[src/hdl/ctrl_pkg.sv]
package ctrl_pkg;

  // --------------------
  // Counter sizing
  // --------------------

  localparam int COUNT_WIDTH = 8;   // Counter and number width, default for the top level

  // --------------------
  // Buttons
  // --------------------

  localparam int BUTTON_COUNT = 3;  // Increment, decrement, clear

  // Bit positions inside the buttons bus
  localparam int BTN_INC   = 0;
  localparam int BTN_DEC   = 1;
  localparam int BTN_CLEAR = 2;

  // One operation per cycle from the button block to the counter
  typedef enum logic [1:0] {
    op_none,   // Nothing pressed this cycle
    op_inc,    // Count up, wraps at the top
    op_dec,    // Count down, wraps at zero
    op_clear   // Back to zero
  } counter_op_t;

endpackage

[src/hdl/display_pkg.sv]
package display_pkg;

  // --------------------
  // Number conversion
  // --------------------

  localparam int NUM_DIGITS  = 3;   // Enough for 0..255
  localparam int BASE        = 10;  // Decimal display
  localparam int DIGIT_WIDTH = 4;   // One hex nibble per digit

  // --------------------
  // Segment pattern
  // --------------------

  // Active low, one bit per segment
  //      0
  //    5   1
  //      6
  //    4   2
  //      3
  typedef logic [6:0] seg_t;

  // --------------------
  // Converter FSM
  // --------------------

  typedef enum logic [1:0] {
    conv_idle,   // Ready for a new number
    conv_start,  // Raise start for the next digit
    conv_wait,   // Divider busy
    conv_done    // All digits stored
  } conv_state_t;

endpackage

[src/hdl/div_if.sv]
interface div_if #(
  parameter int WIDTH = ctrl_pkg::COUNT_WIDTH
) ();

  logic             start;      // Held high for the whole division
  logic             done;       // High until start falls
  logic [WIDTH-1:0] dividend;   // Must stay stable while start is high
  logic [WIDTH-1:0] quotient;
  logic [WIDTH-1:0] remainder;

  // Converter side
  modport master (
    output start, dividend,
    input  done, quotient, remainder
  );

  // Divider side
  modport slave (
    input  start, dividend,
    output done, quotient, remainder
  );

endinterface

[src/hdl/button_sync.sv]
module button_sync #(
  parameter int BUTTON_COUNT = ctrl_pkg::BUTTON_COUNT
) (
  input  logic                      clk,
  input  logic                      reset,
  input  logic [BUTTON_COUNT-1:0]   buttons,  // Active low, asynchronous
  output ctrl_pkg::counter_op_t     op
);
  import ctrl_pkg::*;

  logic [BUTTON_COUNT-1:0] sync_meta;   // First flop, may go metastable
  logic [BUTTON_COUNT-1:0] sync_level;  // Safe synchronized level
  logic [BUTTON_COUNT-1:0] level_prev;  // Level one cycle ago
  logic [BUTTON_COUNT-1:0] press;       // One-cycle pulse on 1 -> 0

  // Released buttons read as 1, so reset to released
  always_ff @(posedge clk) begin
    if (reset) begin
      sync_meta  <= '1;
      sync_level <= '1;
      level_prev <= '1;
    end else begin
      sync_meta  <= buttons;
      sync_level <= sync_meta;
      level_prev <= sync_level;
    end
  end

  assign press = level_prev & ~sync_level;

  // Priority when presses coincide: clear, inc, dec
  always_comb begin
    if (press[BTN_CLEAR])    op = op_clear;
    else if (press[BTN_INC]) op = op_inc;
    else if (press[BTN_DEC]) op = op_dec;
    else                     op = op_none;
  end

  // A held button gives a single opcode, never a repeat on the next cycle
  assert property (@(posedge clk) disable iff (reset)
    (op != op_none) |=> (op != $past(op)));

endmodule

[src/hdl/counter_display_top.sv]
module counter_display_top #(
  parameter int COUNT_WIDTH = ctrl_pkg::COUNT_WIDTH,
  parameter int NUM_DIGITS  = display_pkg::NUM_DIGITS,
  parameter int BASE        = display_pkg::BASE
) (
  input  logic                                clk,
  input  logic                                reset,
  input  logic [ctrl_pkg::BUTTON_COUNT-1:0]   buttons,    // Active low
  output logic [COUNT_WIDTH-1:0]              count,
  output display_pkg::seg_t [NUM_DIGITS-1:0]  hex,
  output logic                                hex_valid
);
  import ctrl_pkg::*;
  import display_pkg::*;

  counter_op_t                            op;
  logic [COUNT_WIDTH-1:0]                 num;
  logic                                   num_valid;
  logic                                   num_ready;
  logic [NUM_DIGITS-1:0][DIGIT_WIDTH-1:0] digits;
  logic                                   digits_valid;

  div_if #(.WIDTH(COUNT_WIDTH)) div_bus ();

  // --------------------
  // Buttons to counter
  // --------------------

  button_sync #(.BUTTON_COUNT(BUTTON_COUNT)) u_button_sync (
    .clk     (clk),
    .reset   (reset),
    .buttons (buttons),
    .op      (op)
  );

  up_down_counter #(.COUNT_WIDTH(COUNT_WIDTH)) u_counter (
    .clk       (clk),
    .reset     (reset),
    .op        (op),
    .count     (count),
    .num       (num),
    .num_valid (num_valid),
    .num_ready (num_ready)
  );

  // --------------------
  // Conversion and display
  // --------------------

  radix_converter #(.WIDTH(COUNT_WIDTH), .NUM_DIGITS(NUM_DIGITS)) u_converter (
    .clk          (clk),
    .reset        (reset),
    .num          (num),
    .num_valid    (num_valid),
    .num_ready    (num_ready),
    .div          (div_bus.master),
    .digits       (digits),
    .digits_valid (digits_valid)
  );

  nonrestoring_divider #(.WIDTH(COUNT_WIDTH), .BASE(BASE)) u_divider (
    .clk   (clk),
    .reset (reset),
    .div   (div_bus.slave)
  );

  seven_seg_decoder #(.NUM_DIGITS(NUM_DIGITS)) u_decoder (
    .clk          (clk),
    .reset        (reset),
    .digits       (digits),
    .digits_valid (digits_valid),
    .hex          (hex),
    .hex_valid    (hex_valid)
  );

endmodule

[src/hdl/nonrestoring_divider.sv]
module nonrestoring_divider #(
  parameter int WIDTH = ctrl_pkg::COUNT_WIDTH,
  parameter int BASE  = display_pkg::BASE
) (
  input logic  clk,
  input logic  reset,
  div_if.slave div
);

  localparam logic [WIDTH-1:0] DIVISOR = WIDTH'(BASE);
  localparam int STEP_W = $clog2(WIDTH + 1);

  logic [2*WIDTH-1:0] acc;            // Partial remainder : remaining dividend bits
  logic [WIDTH-1:0]   quotient_reg;
  logic [STEP_W-1:0]  steps_left;     // 0 means idle or finished
  logic               load;
  logic               last_step;

  logic [2*WIDTH-1:0] acc_shifted;
  logic [WIDTH-1:0]   rem_shifted;
  logic [WIDTH-1:0]   rem_step;       // Signed partial remainder after add/sub
  logic [WIDTH-1:0]   rem_final;      // Corrected back to non-negative

  // --------------------
  // One step of the recurrence
  // --------------------

  assign acc_shifted = acc << 1;
  assign rem_shifted = acc_shifted[2*WIDTH-1:WIDTH];

  // Negative partial remainder adds the divisor back, otherwise subtract
  assign rem_step  = rem_shifted[WIDTH-1] ? rem_shifted + DIVISOR : rem_shifted - DIVISOR;
  assign rem_final = rem_step[WIDTH-1] ? rem_step + DIVISOR : rem_step;

  assign load      = div.start && !div.done && (steps_left == '0);
  assign last_step = (steps_left == STEP_W'(1));

  // --------------------
  // Control
  // --------------------

  always_ff @(posedge clk) begin
    if (reset) begin
      steps_left <= '0;
      div.done   <= 1'b0;
    end else if (div.start) begin
      if (load) begin
        steps_left <= STEP_W'(WIDTH);            // WIDTH steps follow the load
      end else if (!div.done) begin
        steps_left <= steps_left - STEP_W'(1);
        if (last_step) div.done <= 1'b1;         // Held until start drops
      end
    end else begin
      div.done <= 1'b0;                          // Handshake closes
    end
  end

  // --------------------
  // Datapath
  // --------------------

  always_ff @(posedge clk) begin
    if (load) begin
      acc <= {{WIDTH{1'b0}}, div.dividend};
    end else if (div.start && !div.done) begin
      acc          <= {last_step ? rem_final : rem_step, acc_shifted[WIDTH-1:0]};
      quotient_reg <= {quotient_reg[WIDTH-2:0], ~rem_step[WIDTH-1]};  // 1 if non-negative
    end
  end

  assign div.quotient  = quotient_reg;
  assign div.remainder = acc[2*WIDTH-1:WIDTH];

  // Signed partial remainder spans -2*BASE..2*BASE-1 and must fit in WIDTH bits
  assert property (@(posedge clk) disable iff (reset)
    (BASE > 0) && (BASE <= 2 ** (WIDTH - 2)));

  // Master keeps the dividend steady for a running division
  assert property (@(posedge clk) disable iff (reset)
    (div.start && $past(div.start)) |-> $stable(div.dividend));

endmodule

[src/hdl/radix_converter.sv]
module radix_converter #(
  parameter int WIDTH      = ctrl_pkg::COUNT_WIDTH,
  parameter int NUM_DIGITS = display_pkg::NUM_DIGITS
) (
  input  logic                                             clk,
  input  logic                                             reset,
  input  logic [WIDTH-1:0]                                 num,
  input  logic                                             num_valid,
  output logic                                             num_ready,
  div_if.master                                            div,
  output logic [NUM_DIGITS-1:0][display_pkg::DIGIT_WIDTH-1:0] digits,
  output logic                                             digits_valid
);
  import display_pkg::*;

  localparam int IDX_W = (NUM_DIGITS > 1) ? $clog2(NUM_DIGITS) : 1;

  conv_state_t      state;
  logic [WIDTH-1:0] work;         // Number still to be split
  logic [IDX_W-1:0] idx;          // Digit position, LSD first
  logic             accept;
  logic             digit_done;
  logic             last_digit;

  assign num_ready    = (state == conv_idle);
  assign accept       = num_ready && num_valid;
  assign digit_done   = (state == conv_wait) && div.done;
  assign last_digit   = (idx == IDX_W'(NUM_DIGITS - 1));
  assign div.dividend = work;     // Only changes while start is low

  // --------------------
  // FSM
  // --------------------

  always_ff @(posedge clk) begin
    if (reset) begin
      state        <= conv_idle;
      div.start    <= 1'b0;
      idx          <= '0;
      digits_valid <= 1'b0;
    end else begin
      case (state)
        conv_idle: begin
          if (num_valid) begin
            idx          <= '0;
            digits_valid <= 1'b0;          // Old digits go stale
            state        <= conv_start;
          end
        end
        conv_start: begin
          div.start <= 1'b1;
          state     <= conv_wait;
        end
        conv_wait: begin
          if (div.done) begin
            div.start <= 1'b0;             // Low for one cycle between digits
            if (last_digit) begin
              state <= conv_done;
            end else begin
              idx   <= idx + IDX_W'(1);
              state <= conv_start;
            end
          end
        end
        conv_done: begin
          digits_valid <= 1'b1;
          state        <= conv_idle;
        end
        default: state <= conv_idle;
      endcase
    end
  end

  // --------------------
  // Working number and digit store
  // --------------------

  always_ff @(posedge clk) begin
    if (accept) begin
      work <= num;
    end else if (digit_done) begin
      digits[idx] <= div.remainder[DIGIT_WIDTH-1:0];  // Remainder < BASE
      work        <= div.quotient;                    // Next digit works on the quotient
    end
  end

endmodule

[src/hdl/seven_seg_decoder.sv]
module seven_seg_decoder #(
  parameter int NUM_DIGITS = display_pkg::NUM_DIGITS
) (
  input  logic                                             clk,
  input  logic                                             reset,
  input  logic [NUM_DIGITS-1:0][display_pkg::DIGIT_WIDTH-1:0] digits,
  input  logic                                             digits_valid,
  output display_pkg::seg_t [NUM_DIGITS-1:0]               hex,
  output logic                                             hex_valid
);
  import display_pkg::*;

  // Active-high patterns, bit 6 is the middle bar
  localparam seg_t SEG_TABLE [16] = '{
    7'b0111111,  // 0
    7'b0000110,  // 1
    7'b1011011,  // 2
    7'b1001111,  // 3
    7'b1100110,  // 4
    7'b1101101,  // 5
    7'b1111101,  // 6
    7'b0000111,  // 7
    7'b1111111,  // 8
    7'b1101111,  // 9
    7'b1110111,  // A
    7'b1111100,  // b
    7'b0111001,  // C
    7'b1011110,  // d
    7'b1111001,  // E
    7'b1110001   // F
  };

  // One register stage, inverted for the active-low display
  always_ff @(posedge clk) begin
    for (int i = 0; i < NUM_DIGITS; i++) begin
      hex[i] <= ~SEG_TABLE[digits[i]];
    end
  end

  // Valid follows the same single stage
  always_ff @(posedge clk) begin
    if (reset) hex_valid <= 1'b0;
    else       hex_valid <= digits_valid;
  end

endmodule

[src/hdl/up_down_counter.sv]
module up_down_counter #(
  parameter int COUNT_WIDTH = ctrl_pkg::COUNT_WIDTH
) (
  input  logic                   clk,
  input  logic                   reset,
  input  ctrl_pkg::counter_op_t  op,
  output logic [COUNT_WIDTH-1:0] count,
  output logic [COUNT_WIDTH-1:0] num,        // Value offered to the converter
  output logic                   num_valid,
  input  logic                   num_ready
);
  import ctrl_pkg::*;

  logic [COUNT_WIDTH-1:0] count_next;
  logic                   changed;

  // Wraps both ways through plain modulo arithmetic
  always_comb begin
    case (op)
      op_inc:   count_next = count + COUNT_WIDTH'(1);
      op_dec:   count_next = count - COUNT_WIDTH'(1);
      op_clear: count_next = '0;
      default:  count_next = count;
    endcase
  end

  assign changed = (count_next != count);  // Clear at zero is no change

  // --------------------
  // Count and offer
  // --------------------

  always_ff @(posedge clk) begin
    if (reset) begin
      count     <= '0;
      num_valid <= 1'b1;                 // Show 0 right after reset
    end else begin
      count <= count_next;
      if (changed) begin
        num_valid <= 1'b1;               // New value wins over a transfer
      end else if (num_valid && num_ready) begin
        num_valid <= 1'b0;               // Taken by the converter
      end
    end
  end

  // Offered value tracks the newest count while valid waits
  assign num = count;

  // Count only moves one cycle after a real opcode
  assert property (@(posedge clk) disable iff (reset)
    !$stable(count) |-> ($past(op) != op_none));

endmodule
[config.mk]
export PLATFORM = sky130hd
export DESIGN_NAME = counter_display_top
export DESIGN_NICKNAME = d
export VERILOG_FILES = /design/src/hdl/ctrl_pkg.sv /design/src/hdl/display_pkg.sv /design/src/hdl/div_if.sv /design/src/hdl/button_sync.sv /design/src/hdl/counter_display_top.sv /design/src/hdl/nonrestoring_divider.sv /design/src/hdl/radix_converter.sv /design/src/hdl/seven_seg_decoder.sv /design/src/hdl/up_down_counter.sv
export SDC_FILE = /design/constraint.sdc
export NUM_CORES = 1
export LEC_CHECK = 0
export ABC_CLOCK_PERIOD_IN_PS = 2800
export BUFFER_PORTS_ARGS = -buffer_cell sky130_fd_sc_hd__buf_2
export CAP_MARGIN = 10
export CORE_MARGIN = 5
export CORE_UTILIZATION = 25
export CTS_CLUSTER_SIZE = 14
export DETAILED_ROUTE_END_ITERATION = 10
export PLACE_DENSITY = 0.42
export SLEW_MARGIN = 20
export SYNTH_ARGS = -nofsm -noshare
export SYNTH_HDL_FRONTEND = slang
export SYNTH_SLANG_ARGS = --single-unit
[constraint.sdc]
create_clock -name clk -period 2.8 [get_ports clk]
set_clock_uncertainty 0.15 [all_clocks]
set_input_delay 0.28 -clock clk [delete_from_list [all_inputs] [get_ports clk]]
set_output_delay 0.28 -clock clk [all_outputs]
set_load 0.005 [all_outputs]
* After elaboration in Yosys (flattened, before gate mapping)
Memory sizes are Yosys's and may differ from the RTL's.
Index checks and enable logic that the tools add are counted.
** Operators by class
- Add/sub/neg operators :: 7
- $lt $le $gt $ge :: 5
- Eq/ne operators :: 13
- Multiplexer cells :: 36
- Bitwise gates (word level) :: 12
- Reduce and logical (&&, ||, !) cells :: 22
** Operators by type and width (count)
- $mux W7 :: 8
- $mux W8 :: 5
- $pmux W8 S3 :: 1
- $not A7 Y7 :: 3
- $mux W2 :: 9
- $ge A5 B5 Y1 const B :: 3
- $not A4 Y5 :: 3
- $bwmux W12 :: 1
- $mux W4 :: 3
- $reduce_and A2 Y1 :: 6
- $eq A2 B2 Y1 const B :: 5
- $reduce_bool A2 Y1 :: 5
- $add A8 B1 Y8 const B :: 1
- $add A8 B4 Y8 const B :: 1
- $demux W4 S2 :: 1
- $ne A8 B8 Y1 :: 1
- $pmux W2 S4 :: 1
- $sub A8 B1 Y8 const B :: 1
- $sub A8 B4 Y8 const B :: 1
- $add A7 B4 Y7 const B :: 1
- $ne A2 B2 Y1 const B :: 3
- $logic_and A1 B1 Y1 :: 5
- $eq A2 B1 Y1 const B :: 2
- $eq A4 B1 Y1 const B :: 1
- other kinds (16) :: 24
** Storage, ports and cells
- Register bits :: 94
- Memory bits (read-only) :: 336
- Input port bits :: 5
- Output and inout port bits :: 30
- Memories :: 3
** Memory list
- (name not given) :: words 16, bits a word 7, rd ports 1, clocked after memory_dff 0, wr ports 0, line seven_seg_decoder.sv:36 : hex[i] <= ~SEG_TABLE[digits[i]];
- (name not given) :: words 16, bits a word 7, rd ports 1, clocked after memory_dff 0, wr ports 0, line seven_seg_decoder.sv:36
- (name not given) :: words 16, bits a word 7, rd ports 1, clocked after memory_dff 0, wr ports 0, line seven_seg_decoder.sv:36

* Depth between registers and ports, before layout
- Depth after elaboration :: 9
- Depth in mapped cells :: 12

* Hierarchy
From an unflattened synthesis, not the netlist that was laid out.
** Second synthesis, totals
- Cells, all modules :: 471
- Area total of the unflattened synthesis :: 4895.9 um^2
** By module, submodules not included
- nonrestoring_divider :: times used 1, cells an instance 129, area an instance 1457.6 um^2, sequential area each 740.7 um^2
- seven_seg_decoder :: times used 1, cells an instance 119, area an instance 1192.4 um^2, sequential area each 440.4 um^2
- radix_converter :: times used 1, cells an instance 71, area an instance 1057.3 um^2, sequential area each 720.7 um^2
- up_down_counter :: times used 1, cells an instance 129, area an instance 922.1 um^2, sequential area each 180.2 um^2
- button_sync :: times used 1, cells an instance 23, area an instance 266.5 um^2, sequential area each 180.2 um^2

* Worst setup path before layout
No wires, ideal clock.
- Path type :: register to register
- From :: register u_button_sync.level_prev[0]
- To :: register u_counter.count[6]
- Arrival :: 2.476 ns
- Setup slack :: 0.099 ns
- Stages on the path, launching flop included :: 12
- Buffers on the path :: 1
- Period minus slack after synthesis :: 2.701 ns
- Cell sequence :: dfxtp_1 nor2b_1 o32ai_1 ha_1 buf_2 xor2_1 ha_1 a41oi_1 nor3b_1 a31oi_1 or3_1 a31oi_1
** On the way
- Longest elaborated chain between the ends :: 5
- Elaborated cells on any way between the ends :: 7
- Classes of those cells :: 3 x eq/ne; 3 x mux; 1 x bitwise
** Ends and longest elaborated chain
- start: declaration :: line button_sync.sv:13 : logic [BUTTON_COUNT-1:0] level_prev;
- start signal: assignment :: line button_sync.sv:25 : level_prev <= sync_level;
- $and A3 B3 Y3 * :: line button_sync.sv:29 : assign press = level_prev & ~sync_level;
- $mux W2 * :: line button_sync.sv:34 : else if (press[BTN_INC]) op = op_inc;
- $mux W2 * :: line button_sync.sv:33 : if (press[BTN_CLEAR]) op = op_clear;
- $eq A2 B2 Y1 or $eq A2 B1 Y1 (tied branches) :: line up_down_counter.sv:19 : case (op)
- $pmux W8 S3 * :: line up_down_counter.sv:19
- end signal: assignment :: line up_down_counter.sv:38 : count <= count_next;
- end: declaration :: line up_down_counter.sv:7 : output logic [COUNT_WIDTH-1:0] count,
Mark *: on every way between the ends. The rest lies on a longest branch, timed or not.
A chain may end at the register's enable or synchronous reset.

* Final worst setup path
- From :: register u_divider.acc[8]
- To :: register u_divider.acc[14]
** On the way
- Longest elaborated chain between the ends :: 5
- Elaborated cells on any way between the ends :: 6
- Classes of those cells :: 3 x add/sub; 3 x mux
** Ends and longest elaborated chain
- start: declaration :: line nonrestoring_divider.sv:13 : logic [2*WIDTH-1:0] acc;
- start signal: assignment :: line nonrestoring_divider.sv:64 : acc <= {{WIDTH{1'b0}}, div.dividend};
- start signal: assignment :: line nonrestoring_divider.sv:66 : acc <= {last_step ? rem_final : rem_step, acc_shifted[WIDTH-1:0]};
- $sub A8 B4 Y8 or $add A8 B4 Y8 (tied branches) :: line nonrestoring_divider.sv:32 : assign rem_step = rem_shifted[WIDTH-1] ? rem_shifted + DIVISOR : rem_shifted - DIVISOR;
- $mux W8 * :: line nonrestoring_divider.sv:32
- $add A7 B4 Y7 :: line nonrestoring_divider.sv:33 : assign rem_final = rem_step[WIDTH-1] ? rem_step + DIVISOR : rem_step;
- $mux W7 :: line nonrestoring_divider.sv:33
- $mux W7 * :: line nonrestoring_divider.sv:66
Marks and branches as above.

==> flow_metrics.py <==
metrics = {
    "outcome": {
        "outcome": "complete, no violations",
    },
    "die": {
        "die-area_mm2": 0.0217,
        "core-area_mm2": 0.0186,
        "die_y_um": 147,
        "start_util_pct": 25.3,
        "die_w_um": 147,
        "io_pins": 35,
        "fp-row-count": 50,
    },
    "layout": {
        "diodes": 0,
        "largestRegisters": "u_decoder.hex x21, u_divider.acc x15, u_converter.digits x12",
        "fillerInstances": 1957,
        "nets": 511,
        "drive_above_1_share_pct": 22.6,
        "regMostFlops": "u_decoder.hex",
        "largest_reg_flops": 21,
        "syn_to_final_growth_pct": 15.2,
    },
    "power": {
        "ir_drop_mv": 0.289,
        "p_sw_w": 0.00118,
        "power_density_mw_per_mm2": 711,
        "clockPowerShare_pct": 29.7,
        "pwr-share-seq_pct": 44.1,
        "swShare_pct": 30.6,
        "combPwrFrac_pct": 26.2,
        "internal_power_w": 0.00268,
        "power.leakage_nw": 2.14,
    },
    "setup_path": {
        "arrival_ps": 2590,
        "reg2reg_from": "u_divider.acc[8]",
        "cp_num_buf_inv": 1,
        "path_depth": 7,
        "r2r_end": "u_divider.acc[14]",
        "max_stage_delay_ps": 490,
        "r2r_cells": 7,
        "end_kind": "register",
        "crit_type": "register to register",
        "start_kind": "register",
        "worstPathRequired_ps": 2920,
        "cp_cell_sequence": "inv_1 > fa_1 > nand2b_1 > a211oi_2 > nor4_2 > a311o_1 > o211ai_1",
        "r2r_slack_ps": 330,
        "critical-path-top-delay-family": "compound AO/OA/AOI/OAI gates",
        "crit_slowest_cell": "dfxtp_1",
        "crit_fanout": 7,
    },
    "place": {
        "place_hpwl_um": 6290,
        "port_buffers": 34,
        "dp_slack_ps": 147,
        "routabilityCongestion": 0.748,
    },
    "run": {
        "cap_violations": 0,
    },
    "route": {
        "dr.pass1.iters": 4,
        "wl_per_cell_um": 12.9,
        "vias": 3247,
        "drc": 0,
        "drt-initial-drc-count": 119,
        "viasPerCell": 4.57,
        "drtAntennaViolNets": 0,
        "finalWirelength_um": 9160,
    },
    "global_route": {
        "grt_overflow": 0,
        "grt_first_pass_wirelength_um": 15800,
        "grt_pass1_vias": 3234,
        "grt.total_usage_pct": 8.92,
        "grt_max_degree": 36,
        "antenna_found_initial": 0,
    },
    "synth": {
        "ys_seq_area_share_pct": 47.6,
        "synth_cell_types": 68,
        "synth_area_mm2": 0.00471,
        "avgSynthCellArea_um2": 10.8,
        "ys_async_sr_fraction_pct": 0,
        "synth_common_cells": "dfxtp_1, edfxtp_1, nor2_1",
        "synth_edf_count": 36,
        "synth_top_area_share_pct": 24.6,
        "synth_warnings": 0,
        "yosysTopAreaCell": "dfxtp_1",
        "netlist_instances": 438,
        "yosys-top-cells-area": "dfxtp_1, edfxtp_1, ha_1, mux2_2, nor2_1",
        "synth_seq_cells": 94,
        "synthFlopType": "dfxtp_1",
        "syn-num-nets": 477,
        "post-synth-top-count-cell": "dfxtp_1",
    },
    "sta": {
        "setup_viol_count_final": 0,
        "fmax_mhz": 404,
        "slew_violations": 0,
        "fin_ws_ps": 327,
        "fin_crit_ps": 2470,
        "grt_setup_unrepaired": "no",
        "worst_slew_pin_slew_ps": 607,
        "hold_violations": 0,
        "maxSlewHeadroom_pct": 59.5,
        "fin_crit_sh_pct": 88.3,
        "tns_ps": 0,
    },
    "clocking": {
        "htreeDepth": 3,
        "cts_sinks": 94,
        "cts_made_buffers": 9,
        "clk_pin_slew_worst_paths_ps": 70,
        "clock_path_buffers": 2,
        "root_buffer": "clkbuf_16",
        "cts_tree": "yes",
        "clkLatencyLatePin_ps": 350,
    },
    "min_path": {
        "hold_end": "u_button_sync.sync_level[2]",
        "hp-class": "register to register",
        "worstHoldStart": "u_button_sync.sync_meta[2]",
        "hold_path_depth": 1,
    },
}
worst register-to-register path, stage by stage (launching register included):
cell and delay, ps:
dfxtp_1 490, inv_1 170, fa_1 470, nand2b_1 190
a211oi_2 340, nor4_2 140, a311o_1 360, o211ai_1 80
cells in the final DEF (no fill, tap or decap), types with 4 or more instances in the layout:
cell type   n
buf_4       4
nand3b_1    5
buf_2      34
nor2_1     35
ha_1       32
a21oi_1    16
edfxtp_1   36
or2_2      13
nor3b_1     4
o21ai_0    19
nand3_1     6
nand2_1    18
o211ai_1    5
a22o_1      6
clkbuf_16   9
mux2_2     17
xor2_1      4
clkinv_2    4
xnor2_1     7
nor2b_1     8
a31oi_1     4
or3b_2      5
nand2b_1    8
nor3_1      8
o31ai_1     5
inv_1      26
dfxtp_1    58
mux2i_1    11
worst max-delay path by stage:
stage | startpoint | end | slack (ps)
floorplan | u_button_sync.level_prev[0] | u_counter.count[6] | 100
global placement | u_button_sync.level_prev[0] | u_counter.count[6] | 220
detailed placement | u_button_sync.level_prev[0] | u_counter.count[6] | 150
CTS | u_button_sync.level_prev[0] | u_counter.count[6] | 130
global route | u_button_sync.level_prev[0] | u_counter.count[6] | 30
finish | u_divider.acc[8] | u_divider.acc[14] | 330
layout make-up:
type	count	area (µm²)	area share [%]
tap	234	293	5.39
clock inverter	5	23.8	0.438
multi-input combinational	298	2280	42.1
clock buffer	11	253	4.65
timing repair buffer	41	230	4.24
sequential	94	2240	41.3
inverter	28	105	1.94
routing by layer:
layer / global-route usage [%] / part of all wire [%] / routed length [µm]
met5: 0 / 0 / 0
met2: 14.7 / 46 / 4230
met1: 10.8 / 48 / 4410
met4: 3.63 / 1.9 / 172
met3: 2.81 / 3.9 / 355
through the flow:
stage               hold WS (ps)  utilization, %  cell area, µm²  cells  power (W)
floorplan                    219               -            4710    438    0.00253
global placement             248            27.4            5110    692    0.00275
detailed placement           245            27.4            5110    692    0.00275
CTS                          260            29.1            5420    711    0.00394
global route                 271            29.1            5430    711    0.00413
finish                       256            29.1            5430    711    0.00386
cells by family after synthesis:
logic type / share of synthesized area [%]
simple gates: 15.6
flops: 47.6
compound gates: 13.5
buf+inv: 4.22
fa+ha+maj: 9.18
mux: 7.83
xor+xnor: 2.04
power groups by stage:
stage	sequential, W	combinational [W]	clock (W)
floorplan	0.00169	0.000836	0
global placement	0.00174	0.00101	0
detailed placement	0.00174	0.00101	0
CTS	0.00171	0.00103	0.00120
global route	0.00173	0.00115	0.00125
finish	0.00170	0.00101	0.00115
what timing repair did:
item,4_1_cts,5_1_grt
setup buffers,0,0
endpoints found under the hold margin,3,0
setup endpoints to repair,0,2
hold buffers,3,0
resized for setup,0,2
(Power assumes the default switching activity.)
